`config.mk`:
```
export PLATFORM = sky130hd
export DESIGN_NAME = dmr_core_pair
export DESIGN_NICKNAME = d
export VERILOG_FILES = /design/src/hw/core_pkg.sv /design/src/hw/hmr_pkg.sv /design/src/hw/mini_core.sv /design/src/hw/lockstep_unit.sv /design/src/hw/hmr_regs.sv /design/src/hw/dmr_core_pair.sv
export SDC_FILE = /design/constraint.sdc
export NUM_CORES = 1
export LEC_CHECK = 0
export BUFFER_PORTS_ARGS = -buffer_cell sky130_fd_sc_hd__buf_2
export CAP_MARGIN = 20
export CORE_MARGIN = 4
export CORE_UTILIZATION = 40
export CTS_CLUSTER_DIAMETER = 200
export DETAILED_ROUTE_END_ITERATION = 10
export GPL_TIMING_DRIVEN = 0
export PLACE_DENSITY = 0.66
export SLEW_MARGIN = 5
export SYNTH_ARGS = -nofsm -noshare
export SYNTH_HDL_FRONTEND = slang
export SYNTH_HIERARCHICAL = 1
export SYNTH_SLANG_ARGS = --single-unit
export TNS_END_PERCENT = 30
```
`constraint.sdc`:
```
create_clock -name clk_i -period 4.3 [get_ports clk_i]
set_clock_uncertainty 0.15 [all_clocks]
set_input_delay 0.215 -clock clk_i [delete_from_list [all_inputs] [get_ports clk_i]]
set_output_delay 0.215 -clock clk_i [all_outputs]
set_load 0.01 [all_outputs]
```
`src/hw/core_pkg.sv`:
```
////////////////////////////////////////////////////////////////////////////
// hart definitions
// operation encoding and accumulator reset value of the small harts
////////////////////////////////////////////////////////////////////////////

package core_pkg;

  // hart operations, one per strobe
  typedef enum logic [1:0] {
    OP_NOP  = 2'd0, // keep the result
    OP_ADD  = 2'd1, // result + operand
    OP_XOR  = 2'd2, // result ^ operand
    OP_LOAD = 2'd3  // result = operand
  } core_op_e;

  // accumulator value after reset
  // cast to DataWidth where it is used
  localparam int unsigned ACC_RESET_VALUE = 0;

endpackage : core_pkg

```
`src/hw/hmr_pkg.sv`:
```
////////////////////////////////////////////////////////////////////////////
// hmr register map
// byte addresses, bit positions and the error read value of the
// redundancy unit register slave
////////////////////////////////////////////////////////////////////////////

package hmr_pkg;

  // 4-bit byte address on the register bus
  typedef logic [3:0] reg_addr_t;

  // register addresses
  localparam reg_addr_t REG_CTRL       = 4'h0; // lockstep enable
  localparam reg_addr_t REG_STATUS     = 4'h4; // mismatch count and sticky fault
  localparam reg_addr_t REG_CHECKPOINT = 4'h8; // read only

  // REG_CTRL fields
  localparam int unsigned CTRL_LOCKSTEP_BIT = 0;

  // REG_STATUS fields
  // count sits in the low bits, the fault flag right above it
  localparam int unsigned STATUS_COUNT_WIDTH = 16;
  localparam int unsigned STATUS_FAULT_BIT   = 16;

  // read data for an unmapped address
  localparam logic [31:0] REG_ERR_VALUE = 32'hBADC0DE5;

endpackage : hmr_pkg

```
`src/hw/mini_core.sv`:
```
////////////////////////////////////////////////////////////////////////////
// mini_core
// accumulator hart, one operation per strobe, one cycle latency,
// checkpoint reload on restore and a bit-flip hook for fault testing
////////////////////////////////////////////////////////////////////////////

`timescale 1ns/10ps

module mini_core import core_pkg::*; #(
  parameter int unsigned DataWidth = 32
) (
  input  logic                 clk_i,
  input  logic                 arst_n_i,
  input  logic                 op_valid_i,
  input  core_op_e             op_i,
  input  logic [DataWidth-1:0] operand_i,
  input  logic                 restore_i,
  input  logic [DataWidth-1:0] restore_value_i,
  input  logic                 seu_inject_i,
  output logic [DataWidth-1:0] res_o,
  output logic                 res_valid_o
);

  logic [DataWidth-1:0] acc_d, acc_q;
  logic                 valid_q;

  // next accumulator value
  always_comb begin
    acc_d = acc_q;
    if (restore_i) begin
      acc_d = restore_value_i; // restore wins over a pending op
    end else if (op_valid_i) begin
      case (op_i)
        OP_ADD:  acc_d = acc_q + operand_i;
        OP_XOR:  acc_d = acc_q ^ operand_i;
        OP_LOAD: acc_d = operand_i;
        default: acc_d = acc_q;
      endcase
    end
    // upset model, single bit flip
    if (seu_inject_i) begin
      acc_d[0] = ~acc_d[0];
    end
  end

  always_ff @(posedge clk_i or negedge arst_n_i) begin
    if (!arst_n_i) begin
      acc_q   <= DataWidth'(ACC_RESET_VALUE);
      valid_q <= 1'b0;
    end else begin
      acc_q   <= acc_d;
      valid_q <= op_valid_i & ~restore_i; // dropped op gives no result
    end
  end

  assign res_o       = acc_q;
  assign res_valid_o = valid_q;

  // a result is only ever flagged right after an accepted strobe
  a_valid_after_op: assert property (
    @(posedge clk_i) disable iff (!arst_n_i)
    res_valid_o |-> $past(op_valid_i)
  ) else $error("mini_core: res_valid_o without a preceding op_valid_i");

endmodule : mini_core

```
`src/hw/lockstep_unit.sv`:
```
////////////////////////////////////////////////////////////////////////////
// lockstep_unit
// routes system ops to the harts (split or lockstep fan-out), compares
// paired results, keeps the last agreed checkpoint and drives restore
////////////////////////////////////////////////////////////////////////////

`timescale 1ns/10ps

module lockstep_unit import core_pkg::*; #(
  parameter int unsigned DataWidth = 32
) (
  input  logic                       clk_i,
  input  logic                       arst_n_i,
  input  logic                       lockstep_en_i,
  // system side
  input  logic [1:0]                 sys_op_valid_i,
  input  core_op_e [1:0]             sys_op_i,
  input  logic [1:0][DataWidth-1:0]  sys_operand_i,
  output logic [1:0][DataWidth-1:0]  sys_res_o,
  output logic [1:0]                 sys_res_valid_o,
  // core side
  output logic [1:0]                 core_op_valid_o,
  output core_op_e [1:0]             core_op_o,
  output logic [1:0][DataWidth-1:0]  core_operand_o,
  input  logic [1:0][DataWidth-1:0]  core_res_i,
  input  logic [1:0]                 core_res_valid_i,
  // recovery
  output logic                       restore_o,
  output logic [DataWidth-1:0]       checkpoint_o,
  output logic                       mismatch_o
);

  logic                 lockstep_q;
  logic                 mismatch_q;
  logic                 resync_q;
  logic [DataWidth-1:0] ckpt_q;
  logic                 lockstep_rise;
  logic                 compare_en;
  logic                 results_differ;

  // core 0 always sees hart 0, core 1 follows hart 0 in lockstep
  assign core_op_valid_o[0] = sys_op_valid_i[0];
  assign core_op_o[0]       = sys_op_i[0];
  assign core_operand_o[0]  = sys_operand_i[0];
  assign core_op_valid_o[1] = lockstep_en_i ? sys_op_valid_i[0] : sys_op_valid_i[1];
  assign core_op_o[1]       = lockstep_en_i ? sys_op_i[0]       : sys_op_i[1];
  assign core_operand_o[1]  = lockstep_en_i ? sys_operand_i[0]  : sys_operand_i[1];

  // hart 1 mirrors core 0 while locked
  assign sys_res_o[0]       = core_res_i[0];
  assign sys_res_valid_o[0] = core_res_valid_i[0];
  assign sys_res_o[1]       = lockstep_en_i ? core_res_i[0] : core_res_i[1];
  assign sys_res_valid_o[1] = lockstep_en_i ? core_res_valid_i[0] : core_res_valid_i[1];

  assign lockstep_rise  = lockstep_en_i & ~lockstep_q;
  assign results_differ = core_res_i[0] != core_res_i[1];

  // compare only in settled lockstep and never while a restore is out
  assign compare_en = lockstep_en_i & lockstep_q & (&core_res_valid_i) & ~restore_o;

  always_ff @(posedge clk_i or negedge arst_n_i) begin
    if (!arst_n_i) begin
      lockstep_q <= 1'b0;
      mismatch_q <= 1'b0;
      resync_q   <= 1'b0;
      ckpt_q     <= DataWidth'(ACC_RESET_VALUE);
    end else begin
      lockstep_q <= lockstep_en_i;
      mismatch_q <= compare_en & results_differ;
      resync_q   <= lockstep_rise; // pull core 1 onto core 0 on entry
      if (lockstep_rise || (compare_en && !results_differ)) begin
        ckpt_q <= core_res_i[0];
      end
    end
  end

  assign mismatch_o   = mismatch_q;
  assign restore_o    = mismatch_q | resync_q;
  assign checkpoint_o = ckpt_q;

  a_restore_single: assert property (
    @(posedge clk_i) disable iff (!arst_n_i)
    restore_o |=> !restore_o
  ) else $error("lockstep_unit: restore_o high for two cycles");

  // a mismatch needs a paired compare in lockstep one cycle earlier
  a_mismatch_locked: assert property (
    @(posedge clk_i) disable iff (!arst_n_i)
    mismatch_o |-> $past(lockstep_en_i && (&core_res_valid_i))
  ) else $error("lockstep_unit: mismatch_o outside a lockstep compare");

endmodule : lockstep_unit

```
`src/hw/hmr_regs.sv`:
```
////////////////////////////////////////////////////////////////////////////
// hmr_regs
// register slave with lockstep control, saturating mismatch counter,
// sticky fault flag and checkpoint readback
////////////////////////////////////////////////////////////////////////////

`timescale 1ns/10ps

module hmr_regs import hmr_pkg::*; #(
  parameter int unsigned DataWidth = 32
) (
  input  logic                 clk_i,
  input  logic                 arst_n_i,
  input  logic                 reg_valid_i,
  input  logic                 reg_write_i,
  input  reg_addr_t            reg_addr_i,
  input  logic [31:0]          reg_wdata_i,
  output logic [31:0]          reg_rdata_o,
  output logic                 reg_error_o,
  input  logic                 mismatch_i,
  input  logic [DataWidth-1:0] checkpoint_i,
  output logic                 lockstep_en_o
);

  logic                          lockstep_q;
  logic [STATUS_COUNT_WIDTH-1:0] count_q;
  logic                          fault_q;
  logic                          addr_hit;
  logic                          wr_ctrl;
  logic                          wr_status;

  assign wr_ctrl   = reg_valid_i & reg_write_i & (reg_addr_i == REG_CTRL);
  assign wr_status = reg_valid_i & reg_write_i & (reg_addr_i == REG_STATUS);

  always_ff @(posedge clk_i or negedge arst_n_i) begin
    if (!arst_n_i) begin
      lockstep_q <= 1'b0;
      count_q    <= '0;
      fault_q    <= 1'b0;
    end else begin
      if (wr_ctrl) begin
        lockstep_q <= reg_wdata_i[CTRL_LOCKSTEP_BIT];
      end
      if (wr_status) begin
        // clear, but keep a mismatch landing on the same edge
        count_q <= STATUS_COUNT_WIDTH'(mismatch_i);
        fault_q <= mismatch_i;
      end else if (mismatch_i) begin
        fault_q <= 1'b1;
        if (count_q != '1) count_q <= count_q + 1'b1; // saturate
      end
    end
  end

  // read mux, same cycle as reg_valid_i
  always_comb begin
    reg_rdata_o = '0;
    addr_hit    = 1'b1;
    case (reg_addr_i)
      REG_CTRL:       reg_rdata_o[CTRL_LOCKSTEP_BIT] = lockstep_q;
      REG_STATUS: begin
        reg_rdata_o[STATUS_COUNT_WIDTH-1:0] = count_q;
        reg_rdata_o[STATUS_FAULT_BIT]       = fault_q;
      end
      REG_CHECKPOINT: reg_rdata_o = 32'(checkpoint_i); // zero-extended
      default: begin
        reg_rdata_o = REG_ERR_VALUE;
        addr_hit    = 1'b0;
      end
    endcase
  end

  // checkpoint is read only
  assign reg_error_o = reg_valid_i &
                       (~addr_hit | (reg_write_i & (reg_addr_i == REG_CHECKPOINT)));

  assign lockstep_en_o = lockstep_q;

  a_error_needs_valid: assert property (
    @(posedge clk_i) disable iff (!arst_n_i)
    reg_error_o |-> reg_valid_i
  ) else $error("hmr_regs: reg_error_o without reg_valid_i");

endmodule : hmr_regs

```
`src/hw/dmr_core_pair.sv`:
```
////////////////////////////////////////////////////////////////////////////
// dmr_core_pair
// two accumulator harts behind a lockstep unit, configured over a
// small register bus
////////////////////////////////////////////////////////////////////////////

`timescale 1ns/10ps

module dmr_core_pair import core_pkg::*, hmr_pkg::*; #(
  parameter int unsigned DataWidth = 32
) (
  input  logic                      clk_i,
  input  logic                      arst_n_i,
  // per hart system ports
  input  logic [1:0]                op_valid_i,
  input  core_op_e [1:0]            op_i,
  input  logic [1:0][DataWidth-1:0] operand_i,
  input  logic [1:0]                seu_inject_i,
  output logic [1:0][DataWidth-1:0] res_o,
  output logic [1:0]                res_valid_o,
  // register bus
  input  logic                      reg_valid_i,
  input  logic                      reg_write_i,
  input  reg_addr_t                 reg_addr_i,
  input  logic [31:0]               reg_wdata_i,
  output logic [31:0]               reg_rdata_o,
  output logic                      reg_error_o,
  output logic                      dmr_error_o
);

  logic [1:0]                core_op_valid;
  core_op_e [1:0]            core_op;
  logic [1:0][DataWidth-1:0] core_operand;
  logic [1:0][DataWidth-1:0] core_res;
  logic [1:0]                core_res_valid;
  logic                      restore;
  logic [DataWidth-1:0]      checkpoint;
  logic                      mismatch;
  logic                      lockstep_en;

  mini_core #(
    .DataWidth ( DataWidth )
  ) u_core0 (
    .clk_i           ( clk_i             ),
    .arst_n_i        ( arst_n_i          ),
    .op_valid_i      ( core_op_valid[0]  ),
    .op_i            ( core_op[0]        ),
    .operand_i       ( core_operand[0]   ),
    .restore_i       ( restore           ),
    .restore_value_i ( checkpoint        ),
    .seu_inject_i    ( seu_inject_i[0]   ), // never routed by mode
    .res_o           ( core_res[0]       ),
    .res_valid_o     ( core_res_valid[0] )
  );

  mini_core #(
    .DataWidth ( DataWidth )
  ) u_core1 (
    .clk_i           ( clk_i             ),
    .arst_n_i        ( arst_n_i          ),
    .op_valid_i      ( core_op_valid[1]  ),
    .op_i            ( core_op[1]        ),
    .operand_i       ( core_operand[1]   ),
    .restore_i       ( restore           ),
    .restore_value_i ( checkpoint        ),
    .seu_inject_i    ( seu_inject_i[1]   ),
    .res_o           ( core_res[1]       ),
    .res_valid_o     ( core_res_valid[1] )
  );

  lockstep_unit #(
    .DataWidth ( DataWidth )
  ) u_lockstep (
    .clk_i            ( clk_i          ),
    .arst_n_i         ( arst_n_i       ),
    .lockstep_en_i    ( lockstep_en    ),
    .sys_op_valid_i   ( op_valid_i     ),
    .sys_op_i         ( op_i           ),
    .sys_operand_i    ( operand_i      ),
    .sys_res_o        ( res_o          ),
    .sys_res_valid_o  ( res_valid_o    ),
    .core_op_valid_o  ( core_op_valid  ),
    .core_op_o        ( core_op        ),
    .core_operand_o   ( core_operand   ),
    .core_res_i       ( core_res       ),
    .core_res_valid_i ( core_res_valid ),
    .restore_o        ( restore        ),
    .checkpoint_o     ( checkpoint     ),
    .mismatch_o       ( mismatch       )
  );

  hmr_regs #(
    .DataWidth ( DataWidth )
  ) u_regs (
    .clk_i         ( clk_i       ),
    .arst_n_i      ( arst_n_i    ),
    .reg_valid_i   ( reg_valid_i ),
    .reg_write_i   ( reg_write_i ),
    .reg_addr_i    ( reg_addr_i  ),
    .reg_wdata_i   ( reg_wdata_i ),
    .reg_rdata_o   ( reg_rdata_o ),
    .reg_error_o   ( reg_error_o ),
    .mismatch_i    ( mismatch    ),
    .checkpoint_i  ( checkpoint  ),
    .lockstep_en_o ( lockstep_en )
  );

  assign dmr_error_o = mismatch; // one pulse per detected mismatch

endmodule : dmr_core_pair

```
* Word level (Yosys, flattened, before mapping)
Cells that the tools add are included.
W data, S select, Z words.
** Operators by class
- Reductions and logical operators :: 16
- Eq/ne operators :: 10
- Bitwise gates (word level) :: 21
- $add $sub $neg :: 3
- Muxes and demuxes :: 22
** Operators with widths (count)
- $mux W32 :: 6
- $pmux W32 S3 :: 2
- $add A32 B32 Y32 :: 2
- $xor A32 B32 Y32 :: 2
- $mux W16 :: 3
- $pmux W16 S3 :: 1
- $ne A32 B32 Y1 :: 1
- $pmux W15 S2 :: 1
- $add A16 B1 Y16 const B :: 1
- $ne A16 B16 Y1 const B :: 1
- $and A1 B1 Y1 :: 12
- $eq A2 B2 Y1 const B :: 4
- $reduce_and A2 Y1 :: 4
- $reduce_bool A2 Y1 :: 4
- $reduce_bool A4 Y1 :: 2
- $mux W1 :: 7
- $not A1 Y1 :: 5
- $eq A2 B1 Y1 const B :: 2
- $eq A4 B3 Y1 const B :: 1
- $eq A4 B4 Y1 const B :: 1
- $logic_not A4 Y1 :: 1
- $pmux W1 S3 :: 1
- $reduce_or A3 Y1 :: 1
- $mux W2 :: 1
- other kinds (5) :: 6
** Word-level totals
- Output and inout bits :: 100
- Bits in registers :: 119
- Logic and storage cells :: 85

* Longest topological paths before layout
Gate-level depths: netlist (run 1).
- Depth after elaboration :: 7
- Depth in mapped cells :: 15
- Mapped depth without buffers :: 13

* Cells and area by module
The synthesis (run 1) kept the hierarchy.
** Modules (own cells, without submodules)
- mini_core :: area an instance 3568.4 µm², instances 2, seq. area each 825.8 µm², cells an instance 450
- lockstep_unit :: area an instance 3119.2 µm², instances 1, seq. area each 875.8 µm², cells an instance 265
- hmr_regs :: area an instance 1397.6 µm², instances 1, seq. area each 450.4 µm², cells an instance 170

* Least setup slack after synthesis (run 1)
No wires, ideal clock.
- Kind :: reg2reg
- From :: register u_regs.lockstep_q, in the netlist u_regs/lockstep_en_o
- To :: register u_core1.acc_q[30], in the netlist u_core1/res_o[30]
- Arrival time :: 3170 ps
- Period minus slack after synthesis :: 3441 ps
- Required time :: 4029 ps
- Cell stages (with the launch flop) :: 16
- Library setup time :: 121 ps
- Setup slack :: 859 ps
- Path buffers :: 2
- Path through :: dfrtp_1 buf_2 clkbuf_1 mux2_2 ha_1 inv_1 fa_1 and2b_1 o2111ai_2 a21oi_2 o21ai_2 a21oi_1 a21oi_2 o41ai_4 o31ai_1 a22o_1
** RTL lines
- start, declared :: line hmr_regs.sv:25 : logic lockstep_q;
- start signal, assigned :: line hmr_regs.sv:42 : lockstep_q <= reg_wdata_i[CTRL_LOCKSTEP_BIT];
- end signal, assigned :: line mini_core.sv:48 : acc_q <= DataWidth'(ACC_RESET_VALUE);
- end, declared :: line mini_core.sv:24 : logic [DataWidth-1:0] acc_d, acc_q;

==> impl_metrics.py, run 1 <==
metrics = {
    "worst_hold_path": {
        "hp-class": "in -> reg",
    },
    "sta": {
        "slew_violations": 0,
        "fin_crit_sh_pct": 98.0,
        "fin_crit_ns": 4.22,
        "hold_viol_final": 0,
        "max-slew-margin-rel_pct": 27.6,
        "clock.fmax_ghz": 0.237,
        "setup_viol": 0,
        "worst_hold_slack_ns": 0.0400,
        "tns_ns": 0,
        "worstMarginPinSlew_ns": 1.08,
        "rsz0062_at_grt": "yes",
    },
    "flow_run": {
        "maxCapViolations": 0,
    },
    "drt": {
        "num_vias": 11896,
        "drtAntennaViolNets": 0,
        "drt_iter0_markers": 1339,
        "dr.pass1.iters": 6,
        "viasPerCell": 6.15,
        "wl_per_cell_um": 23.6,
        "remaining_drc_errors": 0,
        "drt_wl_total_um": 45600,
    },
    "cts": {
        "cts_max_path_buffers": 2,
        "htreeDepth": 4,
        "clk_latency_ns": 0.44,
        "tritoncts": "done",
        "cts_inserted_buffers": 17,
        "clk_pin_slew_ns": 0.07,
        "clock_sinks": 119,
        "root_buffer": "clkbuf_16",
    },
    "global_route": {
        "grt_max_degree": 87,
        "overflow": 0,
        "antenna_found_initial": 1,
        "grtUsageTotal_pct": 28.0,
        "grt_pass1_vias": 11232,
        "grt_pass1_wl_um": 68200,
    },
    "critical_path": {
        "crit_fanout": 10,
        "arrival_ns": 4.36,
        "critPathKind": "reg -> reg",
        "crit_path_end_kind": "flip-flop",
        "crit_buf_inv": 2,
        "cpLargestDelayFamily": "compound AO/OA/AOI/OAI gates",
        "worstPathRequired_ns": 4.44,
        "worstPathCellList": "buf_2, clkbuf_1, mux2_2, ha_1, a21oi_1, nor2b_1, or3_1, a311oi_1, o21a_2, o21ai_0, a31oi_1, xor2_1, o211ai_1",
        "crit_path_start_kind": "flip-flop",
        "cp_slowest_stage_delay_ns": 0.55,
        "critical_path.slowest_cell": "clkbuf_1",
    },
    "placed_design": {
        "hpwl_um": 35800,
        "dp.cells": 1900,
        "gp_congestion": 0.942,
        "port_buffers": 180,
    },
    "layout": {
        "syn_to_final_growth_pct": 17.7,
        "fillCellCount": 2803,
        "final_net_count": 1724,
        "final_cell_mix": "buf_2 (190), a21oi_1 (134), dfrtp_1 (119)",
        "diodes": 0,
        "final_common_cell": "buf_2",
        "final_cells": 1934,
        "multi_input_area_um2": 7630,
        "layout-drive-gt1-share_pct": 28.1,
        "seq_area_um2": 2980,
    },
    "floorplanning": {
        "dieArea_um2": 31900,
        "rows": 62,
        "start_util_pct": 40.6,
        "io_pins": 212,
        "core_area_um2": 28700,
        "die_w_um": 179,
        "die_h_um": 179,
    },
    "logic_synthesis": {
        "syn_nets": 1520,
        "synth-seq-cells": 119,
        "synth-edff-count": 0,
        "async_flop_share_pct": 100,
        "synth_flop_cell": "dfrtp_1",
        "ys_types": 75,
        "ys_seq_area_share_pct": 25.6,
        "yosys_warnings": 6,
        "syn_avg_cell_area_um2": 8.73,
        "netlist_instances": 1335,
        "synth_area_um2": 11700,
    },
    "status": {
        "outcome": "finished clean",
    },
    "pwr": {
        "power_mw": 9.33,
        "p_leak_nw": 6.40,
        "ir_worst_vdd_mv": 0.372,
        "pwr_density_cell_nw_per_um2": 680,
    },
}
where the power goes:
part	total, mW	internal [mW]	switching (mW)
combinational	5.36	2.33	3.03
sequential	2.47	1.56	0.910
clock	1.49	0.946	0.549
final cells by class:
cell class                 instances  area share (%)
multi-input combinational       1025            55.7
sequential                       119            21.7
timing repair buffer             185            7.11
buffer                           158            6.76
tap                              384            3.50
clock buffer                      21            3.43
clock inverter                     9           0.912
inverter                          33           0.903
cell families (layout without fill, tap and decap cells):
kind of cell / count (synthesis) / after routing / synth area share [%]
DFF: 119 / 119 / 25.6
and+or+nand+nor: 301 / 301 / 13.2
xor gates and xnor gates: 47 / 47 / 3.53
muxes: 104 / 104 / 11.0
buffers and inverters: 191 / 406 / 9.00
AOI/OAI and AO/OA: 500 / 500 / 29.7
adders and majority gates: 73 / 73 / 7.97
registers in the layout, indices dropped and copies added (netlist names):
register,count
u_core0/res_o,32
u_regs/count_q,16
u_lockstep/mismatch_o,1
u_lockstep/resync_q,1
u_lockstep/checkpoint_o,32
u_lockstep/lockstep_q,1
u_core0/res_valid_o,1
u_regs/fault_q,1
u_regs/lockstep_en_o,1
u_core1/res_valid_o,1
u_core1/res_o,32
worst reg2reg max path: stages (launching register included):
cell and delay [ns]:
dfrtp_1 0.46, buf_2 0.25, clkbuf_1 0.55, mux2_2 0.42, ha_1 0.39, a21oi_1 0.18, nor2b_1 0.08, or3_1 0.35
a311oi_1 0.27, o21a_2 0.26, o21ai_0 0.13, a31oi_1 0.30, xor2_1 0.19, o211ai_1 0.10
routing by layer:
layer | vias to the layer above | global-route usage [%] | wire length [um] | part of all wire, %
met1 | 5749 | 37.8 | 19400 | 43
met5 | - | 0 | 13 | 0.029
met2 | 639 | 44.7 | 20600 | 45
li1 | 5413 | - | - | -
met4 | 2 | 9.15 | 1450 | 3.2
met3 | 93 | 6.24 | 4050 | 8.9
worst paths after layout:
path / start / end / slack [ns] / cells past startpoint
worst max-delay path: u_regs/lockstep_en_o / u_core1/res_o[29] / 0.08 / 13
worst min-delay path: operand_i[29] / u_core0/res_o[29] / 0.04 / 4
worst max register to register: u_regs/lockstep_en_o / u_core1/res_o[29] / 0.08 / 13
worst min register to register: u_regs/fault_q / u_regs/fault_q / 0.34 / 1
max in group asynchronous: arst_n_i / u_core1/res_o[22] / 3.13 / 3
min in group asynchronous: arst_n_i / u_core0/res_o[4] / 0.09 / 2
synth_stat cells (21+ instances only):
master / count / area (um^2)
a31oi_1: 24 / 150
dfrtp_1: 119 / 2980
inv_1: 31 / 116
clkbuf_1: 67 / 251
xor2_1: 37 / 324
nor2_1: 48 / 180
a222oi_1: 28 / 280
a22oi_1: 30 / 225
nand2_1: 99 / 372
mux2_4: 30 / 450
a21o_1: 45 / 338
ha_1: 71 / 888
nand4_1: 24 / 150
mux2_2: 73 / 822
o21ai_0: 90 / 450
buf_4: 70 / 526
nand3_1: 21 / 105
a21oi_1: 134 / 671
timing repair:
item	4_1_cts	5_1_grt
resized for setup	2	2
endpoints found under the setup margin	4	6
hold buffers	4	0
hold endpoints to repair	122	0
buffers inserted	0	0
stage by stage:
stage / utilization [%] / setup slack, ns / area (um^2)
2_1_floorplan: - / 0.859 / 11700
3_3_place_gp: 45.4 / -0.0304 / 13000
3_5_place_dp: 45.5 / 0.00873 / 13100
4_1_cts: 47.8 / 0.179 / 13700
5_1_grt: 47.8 / -0.0850 / 13700
6_report: 47.8 / 0.0841 / 13700
Power figures use the tool's default switching activity.
==> run 2: changes to the inputs <==
- clock period: 4.3 -> 4.2 ns (I/O delays scaled with it)
==> impl_metrics.py, run 2 (same netlist as run 1, synthesis figures left out) <==
metrics = {
    "floorplanning": {
        "io_pins": 212,
        "rows": 62,
        "core_area_um2": 28700,
        "die_w_um": 179,
        "start_util_pct": 40.6,
        "die_h_um": 179,
        "dieArea_um2": 31900,
    },
    "worst_hold_path": {
        "min_from": "operand_i[29]",
        "hp-class": "in -> reg",
        "hold_path_end": "u_core0/res_o[29]",
        "holdPathStages": 4,
    },
    "pwr": {
        "power.share.clock_pct": 16.0,
        "p_int_mw": 4.96,
        "pwr-share-seq_pct": 26.5,
        "p_sw_mw": 4.60,
        "pwr_density_cell_nw_per_um2": 697,
        "ir_worst_vdd_mv": 0.378,
        "p_leak_nw": 6.40,
        "switching_share_pct": 48.1,
        "p_comb_share_pct": 57.5,
    },
    "placed_design": {
        "gp_congestion": 0.942,
        "place_ws_ns": -0.0913,
        "port_buffers": 180,
        "hpwl_um": 35800,
    },
    "layout": {
        "final_common_cell": "buf_2",
        "fillCellCount": 2800,
        "diodes": 0,
        "layout-drive-gt1-share_pct": 28.3,
        "final_cell_mix": "buf_2 (189), a21oi_1 (133), dfrtp_1 (119)",
        "syn_to_final_growth_pct": 17.7,
        "final_util_pct": 47.8,
        "final_net_count": 1724,
    },
    "status": {
        "outcome": "finished clean",
    },
    "critical_path": {
        "crit_fanout": 10,
        "crit_buf_inv": 3,
        "r2r-end": "u_core1/res_o[30]",
        "crit_path_end_kind": "flip-flop",
        "reg2reg_slack_ns": 0.15,
        "worstPathCellList": "buf_2, clkbuf_4, mux2_2, ha_1, inv_1, fa_1, and2b_1, o2111ai_2, a21oi_2, o21ai_2, a21oi_2, a21oi_2, o41ai_4, o31ai_1, a22o_1",
        "crit_path_start_kind": "flip-flop",
        "worstPathRequired_ns": 4.38,
        "critPathMostFrequentCell": "a21oi_2",
        "critical_path.slowest_cell": "dfrtp_1",
        "reg2reg_depth": 15,
        "r2r-start": "u_regs/lockstep_en_o",
        "arrival_ns": 4.23,
        "cp_slowest_stage_delay_ns": 0.47,
        "cpLargestDelayFamily": "compound AO/OA/AOI/OAI gates",
        "critPathKind": "reg -> reg",
    },
    "global_route": {
        "grt_pass1_wl_um": 68200,
        "grtUsageTotal_pct": 28.0,
        "grt_pass1_vias": 11232,
        "antenna_found_initial": 1,
        "grt_max_degree": 87,
        "overflow": 0,
    },
    "sta": {
        "clock.fmax_ghz": 0.247,
        "tns_ns": 0,
        "fin_crit_sh_pct": 96.4,
        "worst_hold_slack_ns": 0.0357,
        "fin_ws_ns": 0.151,
        "slew_violations": 0,
        "worstMarginPinSlew_ns": 1.07,
        "fin_crit_ns": 4.05,
        "max-slew-margin-rel_pct": 28.5,
        "setup_viol": 0,
        "hold_viol_final": 0,
    },
    "cts": {
        "tritoncts": "done",
        "clock_sinks": 119,
        "cts_max_path_buffers": 2,
        "root_buffer": "clkbuf_16",
        "cts_inserted_buffers": 17,
        "cts_setup_buffers": 0,
        "clk_latency_ns": 0.43,
        "clk_pin_slew_ns": 0.06,
        "htreeDepth": 4,
    },
    "drt": {
        "drt_iter0_markers": 1270,
        "drtAntennaViolNets": 0,
        "num_vias": 11917,
        "remaining_drc_errors": 0,
        "wl_per_cell_um": 23.6,
        "dr.pass1.iters": 8,
        "drt_wl_total_um": 45700,
        "viasPerCell": 6.16,
    },
    "flow_run": {
        "maxCapViolations": 0,
    },
}
[run 2: changes by cell type in the layout (fill, tap and decap cells not counted)]
cell and change:
clkbuf_4 +2, a21oi_1 -1, a21oi_2 +1, buf_2 -1, clkbuf_1 -1
[run 2: final cells by class]
class | count | area, um^2 | share of cell area (%)
Timing Repair Buffer | 185 | 975 | 7.10
Clock inverter | 9 | 125 | 0.912
Tap cell | 384 | 480 | 3.50
Multi-Input combinational cell | 1025 | 7640 | 55.6
Inverter | 33 | 124 | 0.903
Buffer | 158 | 933 | 6.80
Clock buffer | 21 | 470 | 3.43
Sequential cell | 119 | 2980 | 21.7
[run 2: per-stage QoR]
stage,area (um^2),power (mW),cells
after floorplan,11700,6.02,1335
final,13700,9.56,1934
after detailed placement,13100,7.84,1900
after global placement,13000,7.78,1899
after CTS,13700,9.42,1934
after global routing,13700,10.1,1934
[run 2: worst register-to-register path: stages (launching register included)]
cell and delay, ns:
dfrtp_1 0.47, buf_2 0.26, clkbuf_4 0.26, mux2_2 0.19, ha_1 0.20, inv_1 0.07, fa_1 0.42, and2b_1 0.26
o2111ai_2 0.20, a21oi_2 0.22, o21ai_2 0.11, a21oi_2 0.23, a21oi_2 0.13, o41ai_4 0.42, o31ai_1 0.12, a22o_1 0.24
[run 2: routing by layer]
layer	track usage (%)	wire [um]	vias to the layer above
li1	-	-	5430
met1	37.8	19300	5743
met2	44.7	20700	654
met3	6.24	4250	88
met4	9.15	1370	2
met5	0	13	-
[run 2: power groups by stage]
stage          logic (mW)  registers (mW)  clock network [mW]
2_1_floorplan        3.95            2.07                   0
3_3_place_gp         5.26            2.52                   0
3_5_place_dp         5.33            2.52                   0
4_1_cts              5.37            2.50                1.55
5_1_grt              5.97            2.57                1.59
6_report             5.50            2.53                1.53
[run 2: what timing repair did]
| item | in CTS | in global routing |
|---|---|---|
| hold buffers | 4 | 0 |
| resized for setup | 2 | 8 |
| setup endpoints to repair | 5 | 10 |
| endpoints found under the hold margin | 122 | 0 |
[run 2: how the worst max path moves through the flow]
stage                    startpoint           endpoint  slack [ns]  cells past startpoint
6_report       u_regs/lockstep_en_o  u_core1/res_o[30]        0.15                     15
5_1_grt        u_regs/lockstep_en_o  u_core1/res_o[24]      -0.007                     15
4_1_cts        u_regs/lockstep_en_o  u_core1/res_o[24]        0.08                     15
3_5_place_dp   u_regs/lockstep_en_o  u_core1/res_o[30]       -0.09                     14
3_3_place_gp   u_regs/lockstep_en_o  u_core1/res_o[24]       -0.13                     14
2_1_floorplan  u_regs/lockstep_en_o  u_core1/res_o[30]        0.76                     15
==> run 3: changes to the inputs <==
- ABC_AREA: default -> 1
- PLACE_DENSITY: 0.66 -> 0.65
==> impl_metrics.py, run 3 <==
metrics = {
    "placed_design": {
        "placed_cell_area_um2": 15200,
        "dp.cells": 3063,
        "hpwl_um": 49800,
        "gp_congestion": 1.04,
        "port_buffers": 180,
    },
    "logic_synthesis": {
        "netlist_instances": 2434,
        "ys_types": 40,
        "yosys-top-cells-area": "nand2_1 (31%), dfrtp_1 (22%), inv_1 (8.8%)",
        "synth-seq-cells": 119,
        "yosys.area_share.simple_pct": 43.8,
        "synth-edff-count": 0,
        "synthAdderAreaFrac_pct": 6.76,
        "async_flop_share_pct": 100,
        "syn_nets": 2619,
        "yosysTopAreaCellShare_pct": 30.8,
        "synth_top_family_by_area": "simple AND/OR/NAND/NOR gates",
        "yosysMostFrequentCell": "nand2_1",
        "yosys_warnings": 6,
        "synth_mux_area_share_pct": 0,
        "synth_area_um2": 13700,
        "synth_flop_cell": "dfrtp_1",
        "netlist_top_cells_count": "nand2_1 (1128), inv_1 (323), nand3_1 (162)",
        "syn_avg_cell_area_um2": 5.64,
        "yosys.area.top_type": "nand2_1",
        "ys_seq_area_share_pct": 21.7,
        "synth_xor_xnor_area_share_pct": 1.91,
        "synth-compound-area-share_pct": 10.2,
    },
    "cts": {
        "root_buffer": "clkbuf_16",
        "cts_inserted_buffers": 17,
        "clk_latency_ns": 0.42,
        "htreeDepth": 4,
        "cts_max_path_buffers": 2,
        "clk_pin_slew_ns": 0.05,
        "cts_setup_buffers": 0,
        "clock_sinks": 119,
        "tritoncts": "done",
    },
    "layout": {
        "final_cell_mix": "nand2_1 (1128), inv_1 (323), buf_2 (194)",
        "diodes": 0,
        "final_cells": 3098,
        "syn_to_final_growth_pct": 15.5,
        "postLayoutCellArea_um2": 15900,
        "final_common_cell": "nand2_1",
        "final_net_count": 2823,
        "layout-drive-gt1-share_pct": 14.4,
    },
    "drt": {
        "num_vias": 16234,
        "wirelength_met1_um": 25400,
        "topRoutingLayerUsed": "met4",
        "wl_met3_um": 4520,
        "drt_wl_total_um": 60300,
        "drt_iter0_markers": 1726,
        "dr.pass1.iters": 8,
        "remaining_drc_errors": 0,
        "viasPerCell": 5.24,
        "dr_wl_met2_um": 27000,
        "wl_per_cell_um": 19.5,
        "drtAntennaViolNets": 0,
    },
    "pwr": {
        "ir_worst_vdd_mv": 0.415,
        "power_mw": 9.96,
        "pwr_density_cell_nw_per_um2": 628,
        "p_leak_nw": 9.30,
    },
    "critical_path": {
        "arrival_ns": 3.76,
        "r2r-start": "u_regs/lockstep_en_o",
        "cp_slowest_stage_delay_ns": 0.40,
        "cpLargestDelayFamily": "simple AND/OR/NAND/NOR gates",
        "critPathKind": "reg -> reg",
        "crit_path_start_kind": "flip-flop",
        "critical_path.slowest_cell": "dfrtp_1",
        "worstPathCellList": "buf_2, inv_2, buf_2, nand2_1, nand2_1, ha_1, inv_1, fa_1, inv_1, nand3_1, nand3_1, nand3_1, nand3_1, nand2_1, nand2_1, nand2_1, nand3_1, nand2_1, nand2_1, nand2_1",
        "worstPathRequired_ns": 4.35,
        "cp-startpoint": "u_regs/lockstep_en_o",
        "crit_buf_inv": 5,
        "critPathMostFrequentCell": "nand2_1",
        "crit_fanout": 10,
        "crit_path_end_kind": "flip-flop",
    },
    "global_route": {
        "grt_max_degree": 80,
        "overflow": 0,
        "antenna_found_initial": 0,
        "grt_pass1_vias": 15336,
        "grtUsageTotal_pct": 30.9,
        "grt_pass1_wl_um": 89700,
    },
    "floorplanning": {
        "dieArea_um2": 37400,
        "io_pins": 212,
        "die_w_um": 193,
        "die_h_um": 193,
        "core_area_um2": 33700,
        "start_util_pct": 40.7,
        "rows": 67,
    },
    "sta": {
        "slew_violations": 0,
        "hold_viol_final": 0,
        "fin_crit_sh_pct": 85.8,
        "clock.fmax_ghz": 0.278,
        "tns_ns": 0,
        "fin_crit_ns": 3.60,
        "setup_viol": 0,
        "rsz0062_at_grt": "no",
        "worstMarginPinSlew_ns": 0.860,
        "max-slew-margin-rel_pct": 42.6,
    },
    "worst_hold_path": {
        "hp-class": "in -> reg",
        "min_from": "op_valid_i[0]",
    },
    "status": {
        "outcome": "finished clean",
    },
    "flow_run": {
        "maxCapViolations": 0,
    },
}
==> run 3: timing repair <==
item                                    CTS  global route
hold buffers                              4             0
endpoints found under the setup margin    0             0
gates resized for setup                   0             0
endpoints found under the hold margin   100             0
==> run 3: cells by family (layout without fill, tap and decap cells) <==
kind of cell    Yosys count  after routing
buf+inv                 491            707
xor+xnor                 30             30
simple gates           1484           1484
fa+ha+maj                73             73
compound gates          237            237
flops                   119            119
==> run 3: cell type report <==
| type | instances | area, um^2 |
|---|---|---|
| buffer | 138 | 825 |
| clock buffer | 23 | 498 |
| clock inverter | 8 | 95.1 |
| fill | 3696 | 17800 |
| inverter | 353 | 1330 |
| multi-input combinational | 1824 | 8600 |
| sequential | 119 | 2980 |
| tap | 448 | 561 |
| timing repair buffer | 185 | 975 |
==> run 3: worst paths after layout <==
path | endpoint | slack (ns) | depth (start not counted)
setup / recovery | u_core1/res_o[28] | 0.60 | 20
hold / removal | u_core0/res_valid_o | 0.03 | 4
max in group asynchronous | u_core1/res_o[20] | 3.04 | 3
setup reg to reg | u_core1/res_o[28] | 0.60 | 20
min in group asynchronous | u_regs/count_q[3] | 0.12 | 2
hold reg to reg | u_lockstep/lockstep_q | 0.27 | 0
==> run 3: report_power, final <==
part	switching [mW]	internal, mW
sequential	1.06	1.54
clock	0.527	0.944
combinational	3.81	2.07
total	5.40	4.56
==> run 3: through the flow <==
| stage | hold WS (ns) | utilization (%) | setup slack [ns] |
|---|---|---|---|
| floorplan | -0.236 | - | 1.55 |
| global placement | 0.261 | 45.1 | 0.590 |
| detailed placement | -0.00450 | 45.2 | 0.610 |
| CTS | 0.0286 | 47.1 | 0.589 |
| global route | 0.0722 | 47.1 | 0.361 |
| finish | 0.0335 | 47.1 | 0.597 |
==> run 3: layer usage <==
metal / vias to the layer above / track usage, %
met5: - / 0
met1: 7374 / 41.0
met4: 0 / 16.0
met2: 821 / 49.5
li1: 7885 / -
met3: 154 / 3.67
==> run 3: worst min-delay path, cell delays in order <==
cell and delay, ns:
buf_2 0.10, buf_4 0.13, inv_1 0.06, nor2_1 0.06
